## src/hw/zint_cfg.svh

```systemverilog
`ifndef ZINT_CFG_SVH
`define ZINT_CFG_SVH

// IM2 vector bytes put on the bus at acknowledge
`define ZINT_VECT_FRM   8'hFF
`define ZINT_VECT_LIN   8'hFD
`define ZINT_VECT_DMA   8'hFB
`define ZINT_VECT_NONE  8'hFF

// frame pulse lasts 2**ZINT_PULSE_LOG2 enabled phases
`define ZINT_PULSE_LOG2 5

// raster geometry
`define ZINT_LINE_TICKS 224
`define ZINT_LINE_W     9

// bit positions in the mask register
`define ZINT_MASK_FRM   0
`define ZINT_MASK_LIN   1
`define ZINT_MASK_DMA   2

// boost start output enable, set to 1'b0 to tie boost_start low
`define ZINT_BOOST      1'b1

`endif

```

## src/hw/zint_pkg.sv

```systemverilog
`default_nettype none

package zint_pkg;

  // interrupt sources, in priority order (0 is served first)
  typedef enum logic [1:0] {
    src_frm  = 2'd0,
    src_lin  = 2'd1,
    src_dma  = 2'd2,
    src_none = 2'd3
  } int_src_t;

  // pending request flags, one per source
  typedef struct packed {
    logic frm;
    logic lin;
    logic dma;
  } int_req_t;

  // clear strobes from the acknowledge side
  typedef struct packed {
    logic ack_s;      // first cycle of intack
    logic pulse_fin;  // frame pulse counter expired
  } int_clr_t;

endpackage

`default_nettype wire

```

## src/hw/int_ack_ctrl.sv

```systemverilog
`timescale 1ns/100ps
`default_nettype none

`include "zint_cfg.svh"

module int_ack_ctrl
  import zint_pkg::*;
(
  input  wire              clk,
  input  wire              int_start_frm,  // frame sync
  input  wire              zpos,
  input  wire              wait_n,
  input  wire              vdos,
  input  wire              intack,         // CPU interrupt acknowledge
  input  int_req_t         req,
  output int_clr_t         clr,
  output logic [7:0]       im2vect,
  output logic             boost_start
);

  localparam int PW = `ZINT_PULSE_LOG2;

  logic          intack_r;
  logic          ack_s;
  int_src_t      sel_nxt;
  int_src_t      sel_q;

  logic          wait_r;
  logic [PW:0]   pulse_cnt;
  logic          pulse_fin;
  logic          pulse_en;
  logic          fin_r;
  logic          fin_s;

  // acknowledge edge
  always_ff @(posedge clk)
    intack_r <= intack;

  assign ack_s = intack && !intack_r;

  // pick the highest priority pending source
  always_comb
  begin
    if (req.frm)
      sel_nxt = src_frm;
    else if (req.lin)
      sel_nxt = src_lin;
    else if (req.dma)
      sel_nxt = src_dma;
    else
      sel_nxt = sel_q;  // nothing pending, keep last
  end

  always_ff @(posedge clk)
  begin
    if (ack_s)
      sel_q <= sel_nxt;
  end

  always_comb
  begin
    case (sel_q)
      src_frm: im2vect = `ZINT_VECT_FRM;
      src_lin: im2vect = `ZINT_VECT_LIN;
      src_dma: im2vect = `ZINT_VECT_DMA;
      default: im2vect = `ZINT_VECT_NONE;
    endcase
  end

  // wait as seen one cycle late
  always_ff @(posedge clk)
    wait_r <= !wait_n;

  // frame pulse length counter, top bit ends the pulse
  assign pulse_fin = pulse_cnt[PW];
  assign pulse_en  = zpos && !pulse_fin && !wait_r && !vdos;

  always_ff @(posedge clk, posedge int_start_frm)
  begin
    if (int_start_frm)
      pulse_cnt <= '0;
    else if (pulse_en)
      pulse_cnt <= pulse_cnt + 1'b1;
  end

  always_ff @(posedge clk, posedge int_start_frm)
  begin
    if (int_start_frm)
      fin_r <= 1'b0;
    else
      fin_r <= pulse_fin;
  end

  assign fin_s = pulse_fin && !fin_r;  // timeout edge

  assign clr.ack_s     = ack_s;
  assign clr.pulse_fin = pulse_fin;

  // one pulse per interrupt end, acknowledge or frame timeout
  assign boost_start = `ZINT_BOOST && (ack_s || fin_s);

endmodule

`default_nettype wire

```

## src/hw/int_line_timer.sv

```systemverilog
`timescale 1ns/100ps
`default_nettype none

`include "zint_cfg.svh"

module int_line_timer
(
  input  wire              clk,
  input  wire              int_start_frm,  // frame sync
  input  wire              zpos,           // enabled clock phase
  input  logic [8:0]       intline,        // line number for the line INT
  output logic             int_start_lin
);

  localparam int PH_W = $clog2(`ZINT_LINE_TICKS);
  localparam logic [PH_W-1:0] PH_LAST = PH_W'(`ZINT_LINE_TICKS - 1);

  logic [PH_W-1:0]         phase_q;
  logic [`ZINT_LINE_W-1:0] line_q;
  logic [`ZINT_LINE_W-1:0] line_nxt;
  logic                    line_end;
  logic                    lin_hit;
  logic                    lin_strobe_q;

  // last phase of the current raster line
  assign line_end = zpos && (phase_q == PH_LAST);
  assign line_nxt = line_q + 1'b1;

  // line INT fires only when wrapping into the programmed line
  assign lin_hit = line_end && (line_nxt == intline);

  // phase within the line
  always_ff @(posedge clk, posedge int_start_frm)
  begin
    if (int_start_frm)
      phase_q <= '0;
    else if (zpos)
    begin
      if (line_end)
        phase_q <= '0;
      else
        phase_q <= phase_q + 1'b1;
    end
  end

  // line within the frame
  always_ff @(posedge clk, posedge int_start_frm)
  begin
    if (int_start_frm)
      line_q <= '0;
    else if (line_end)
      line_q <= line_nxt;
  end

  // single cycle start strobe, lines up with line_q == intline
  always_ff @(posedge clk, posedge int_start_frm)
  begin
    if (int_start_frm)
      lin_strobe_q <= 1'b0;
    else
      lin_strobe_q <= lin_hit;
  end

  assign int_start_lin = lin_strobe_q;

endmodule

`default_nettype wire

```

## src/hw/int_req_latch.sv

```systemverilog
`timescale 1ns/100ps
`default_nettype none

`include "zint_cfg.svh"

module int_req_latch
  import zint_pkg::*;
(
  input  wire              clk,
  input  wire              int_start_frm,  // frame sync, also sets the frame request
  input  wire              res,
  input  logic [7:0]       intmask,
  input  wire              int_start_lin,
  input  wire              int_start_dma,
  input  wire              vdos,           // virtual disk OS active
  input  int_clr_t         clr,
  output int_req_t         req,
  output logic             int_n
);

  // a cleared mask bit kills its flag and blocks new starts
  logic dis_frm;
  logic dis_lin;
  logic dis_dma;

  logic frm_q;
  logic lin_q;
  logic dma_q;

  assign dis_frm = !intmask[`ZINT_MASK_FRM];
  assign dis_lin = !intmask[`ZINT_MASK_LIN];
  assign dis_dma = !intmask[`ZINT_MASK_DMA];

  // frame request, held set for as long as frame sync is high
  always_ff @(posedge clk, posedge int_start_frm)
  begin
    if (int_start_frm)
      frm_q <= 1'b1;
    else if (res || dis_frm)
      frm_q <= 1'b0;
    else if (clr.ack_s || clr.pulse_fin)  // served or timed out
      frm_q <= 1'b0;
  end

  // line request, priority 1
  always_ff @(posedge clk)
  begin
    if (res || dis_lin)
      lin_q <= 1'b0;
    else if (int_start_lin)
      lin_q <= 1'b1;
    else if (clr.ack_s && !frm_q)
      lin_q <= 1'b0;
  end

  // DMA request, priority 2
  // survives vdos since only the output is blocked
  always_ff @(posedge clk)
  begin
    if (res || dis_dma)
      dma_q <= 1'b0;
    else if (int_start_dma)
      dma_q <= 1'b1;
    else if (clr.ack_s && !frm_q && !lin_q)
      dma_q <= 1'b0;
  end

  assign req.frm = frm_q;
  assign req.lin = lin_q;
  assign req.dma = dma_q;

  // active low INT, suppressed while in vdos
  assign int_n = !((frm_q || lin_q || dma_q) && !vdos);

endmodule

`default_nettype wire

```

## src/hw/zint_top.sv

```systemverilog
`timescale 1ns/100ps
`default_nettype none

module zint_top
  import zint_pkg::*;
(
  input  wire              clk,
  input  wire              int_start_frm,  // frame sync
  input  wire              res,
  input  wire              zpos,
  input  wire              wait_n,
  input  wire              vdos,
  input  wire              intack,
  input  logic [7:0]       intmask,
  input  logic [8:0]       intline,
  input  wire              int_start_dma,
  output logic             int_n,
  output logic [7:0]       im2vect,
  output logic             boost_start
);

  logic     int_start_lin;
  int_req_t req;
  int_clr_t clr;

  // raster line interrupt source
  int_line_timer u_int_line_timer
  (
    .clk           (clk),
    .int_start_frm (int_start_frm),
    .zpos          (zpos),
    .intline       (intline),
    .int_start_lin (int_start_lin)
  );

  int_req_latch u_int_req_latch
  (
    .clk           (clk),
    .int_start_frm (int_start_frm),
    .res           (res),
    .intmask       (intmask),
    .int_start_lin (int_start_lin),
    .int_start_dma (int_start_dma),
    .vdos          (vdos),
    .clr           (clr),
    .req           (req),
    .int_n         (int_n)
  );

  // acknowledge, vector and frame pulse timing
  int_ack_ctrl u_int_ack_ctrl
  (
    .clk           (clk),
    .int_start_frm (int_start_frm),
    .zpos          (zpos),
    .wait_n        (wait_n),
    .vdos          (vdos),
    .intack        (intack),
    .req           (req),
    .clr           (clr),
    .im2vect       (im2vect),
    .boost_start   (boost_start)
  );

endmodule

`default_nettype wire

```

## config.mk

```make
export PLATFORM = sky130hd
export DESIGN_NAME = zint_top
export DESIGN_NICKNAME = d
export VERILOG_FILES = /design/src/hw/zint_pkg.sv /design/src/hw/int_ack_ctrl.sv /design/src/hw/int_line_timer.sv /design/src/hw/int_req_latch.sv /design/src/hw/zint_top.sv
export VERILOG_INCLUDE_DIRS = /design/src /design/src/hw
export SDC_FILE = /design/constraint.sdc
export NUM_CORES = 1
export LEC_CHECK = 0
export BUFFER_PORTS_ARGS = -buffer_cell sky130_fd_sc_hd__buf_2
export CORE_ASPECT_RATIO = 1.1
export CORE_MARGIN = 4
export CORE_UTILIZATION = 58
export DETAILED_ROUTE_END_ITERATION = 8
export GPL_ROUTABILITY_DRIVEN = 0
export GPL_TIMING_DRIVEN = 0
export PLACE_DENSITY = 0.84
export SYNTH_ARGS = -nofsm -noshare
export SYNTH_HDL_FRONTEND = slang
export SYNTH_HIERARCHICAL = 1
export SYNTH_SLANG_ARGS = --single-unit
```

## constraint.sdc

```tcl
create_clock -name clk -period 5.65 [get_ports clk]
set_clock_uncertainty 0.2 [all_clocks]
set_input_delay 0.565 -clock clk [delete_from_list [all_inputs] [get_ports clk]]
set_output_delay 0.565 -clock clk [all_outputs]
set_load 0.02 [all_outputs]
```

==> flow_summary.ini <==
[run_status]
status = finished clean

[pwr]
p_total_uw = 606
p_per_area_nw_per_um2 = 303
cellLeakagePower_nw = 0.929
peakVddDrop_v = 0.000247

[synthesis]
ys_types = 43
avgSynthCellArea_um2 = 10.4
yosys.cell_count.top_type = dfrtp_1
synth_top_flop_cell = dfrtp_1
synth_top_area_cell = dfrtp_1
synth_seq_area_share_pct = 45.5
syn_area_um2 = 1740
synth_area_leaders = dfrtp_1 (36%), xnor2_1 (8.5%), buf_4 (4.7%), dfxtp_1 (4.6%), xor2_1 (4.0%)
yosys_register_bits = 32
yosys_warnings = 6
syn_inst = 168
synth_commonest_cells = dfrtp_1 (25), xnor2_1 (17), nor2_1 (14)
synth_top_area_share_pct = 35.9
synth-edff-count = 2
ys_async_sr_fraction_pct = 81.3

[detailed_routing]
post-route-drc-count = 0
vias = 1257
drt_first_pass_iters = 4
drtAntennaViolNets = 0
routed_wl_um = 3120
wire_per_inst_um = 13.1
vias_per_cell = 5.28
drtIter0Drc = 74

[placed_design]
io_buffers = 23
placed_area_um2 = 1920
hpwl_um = 2420

[clock_network]
h-tree-depth = 2
clock_path_buffers = 2
clk_latency_ns = 0.34
cts_buffers = 5
root_buffer = clkbuf_4
cts.clk_slew.worst_paths_ns = 0.10
cts_tree = done
cts-resized-gates = 0
clock-sinks = 32

[timing]
finalHoldViolCount = 0
finalMaxSlewViolations = 0
finalCritPeriodShare_pct = 37.2
min_period_ns = 2.10
fmax_ghz = 0.476
rsz0062_at_grt = false
worst_slew_pin_slew_ns = 0.683
setup-tns-final_ns = 0
relSlewSlack_pct = 54.4
setup_viol = 0

[critical_path]
cp_max_fo = 5
critPathLaunchType = flop
slowest_delay_ns = 0.58
cpLargestDelayFamily = flip-flops
path_class = reg2out
critPathCaptureType = primary output
worstPathArrival_ns = 1.33
crit_required_ns = 4.89
slowest_stage = dfstp_2
cp_cell_sequence = nor3_1 > or2_1 > buf_2
critPathBufInv = 1

[cells_and_area]
layout.nets = 232
area_growth_pct = 15.0
fillers = 232
final_area_um2 = 2000
antenna_cells = 0
drive_gt1_share_pct = 26.8

[die]
start_util_pct = 61.6
die_w_um = 60.3
rows = 20
io_pins = 35
die_area_um2 = 3940
design.core.area_um2 = 2830
die_h_um = 65.5

[global_route]
grt_pass1_wl_um = 5470
grt_pass1_vias = 1256
antenna_found_initial = 0
track_usage_pct = 19.0
grt_max_degree = 19
grt_overflow = 0

[worst_hold_path]
holdCritPathClass = in2reg

[run]
maxCapViolations = 0
==> worst reg2reg max path: stages, from the launching register on <==
cell      delay [ns]
dfrtp_1         0.41
ha_1            0.23
nand4b_1        0.14
nor2_2          0.34
nand4_1         0.17
a221oi_1        0.25
o311a_1         0.22
==> path summary, 6_finish.rpt <==
check	endpoint	start	slack, ns	depth (start not counted)
min reg2reg	u_int_ack_ctrl/pulse_cnt[4]	u_int_ack_ctrl/pulse_cnt[4]	0.29	1
min	u_int_ack_ctrl/intack_r	intack	0.13	1
max in group asynchronous	u_int_line_timer/line_q[1]	int_start_frm	4.11	3
max	int_n	u_int_req_latch/frm_q	3.55	3
min in group asynchronous	u_int_ack_ctrl/pulse_cnt[3]	int_start_frm	0.51	3
max reg2reg	u_int_line_timer/int_start_lin	u_int_line_timer/phase_q[0]	3.64	6
==> layout by cell type (no fill, tap or decap), types with 6 or more instances in the layout <==
| master | Yosys | layout |
|---|---|---|
| o21ai_0 | 8 | 8 |
| buf_2 | 1 | 24 |
| xor2_1 | 8 | 8 |
| inv_1 | 11 | 11 |
| nand2_1 | 13 | 13 |
| conb_1 | 1 | 6 |
| dfrtp_1 | 25 | 25 |
| buf_4 | 11 | 11 |
| xnor2_1 | 17 | 17 |
| nor2_1 | 14 | 14 |
==> final cells by class <==
cell class                 count  area [um^2]  share of cell area (%)
tap                           33         41.3                    2.06
inverter                      11         41.3                    2.06
sequential                    32          792                    39.5
clock inverter                 2         35.0                    1.75
buffer                        14          103                    5.12
clock buffer                   6         41.3                    2.06
timing repair buffer          24          125                    6.25
multi-input combinational    116          825                    41.2
==> routing by layer <==
metal / wire, um / track usage [%] / vias to the layer above
li1: - / - / 628
met2: 1670 / 31.8 / 29
met3: 143 / 4.13 / 7
met1: 1230 / 21.7 / 593
met5: 0 / 0 / -
met4: 77 / 11.6 / 0
==> metrics by stage <==
| stage | setup slack (ns) | hold WS (ns) | std cells | utilization, % |
|---|---|---|---|---|
| after CTS | 3.53 | 0.110 | 238 | 70.8 |
| final | 3.55 | 0.127 | 238 | 70.8 |
| after global placement | 3.51 | 0.260 | 229 | 67.8 |
| after global routing | 3.47 | 0.107 | 238 | 70.8 |
| after floorplan | 3.83 | 0.168 | 173 | - |
| after detailed placement | 3.49 | 0.280 | 229 | 67.8 |
==> report_power, final <==
part	internal [mW]	total (mW)	switching, mW	leakage (nW)
sequential	0.273	0.324	0.0510	0.389
clock	0.0927	0.171	0.0780	0.0422
combinational	0.0607	0.111	0.0507	0.498
total	0.426	0.606	0.180	0.929
==> timing repair <==
action | CTS | global route
endpoints found under the hold margin | 7 | 0
buffers inserted | 0 | 0
hold buffers | 1 | 0
==> sequential cells by signal, summed over array words and instances, names as in the netlist <==
signal / flops
u_int_line_timer/phase_q: 8
u_int_ack_ctrl/wait_r: 1
u_int_line_timer/line_q: 9
u_int_ack_ctrl/fin_r: 1
u_int_ack_ctrl/sel_q: 2
u_int_ack_ctrl/intack_r: 1
u_int_req_latch/frm_q: 1
u_int_line_timer/int_start_lin: 1
u_int_ack_ctrl/pulse_cnt: 6
u_int_req_latch/lin_q: 1
u_int_req_latch/dma_q: 1
==> cells by family after synthesis <==
group / Yosys count / synth area share [%]
compound gates: 15 / 6.18
xor+xnor: 26 / 13.5
fa+ha+maj: 4 / 2.73
buf+inv: 25 / 8.26
flops: 32 / 45.5
mux: 3 / 1.94
other cells: 1 / 0.215
simple gates: 62 / 21.7
(Power assumes the default switching activity.)
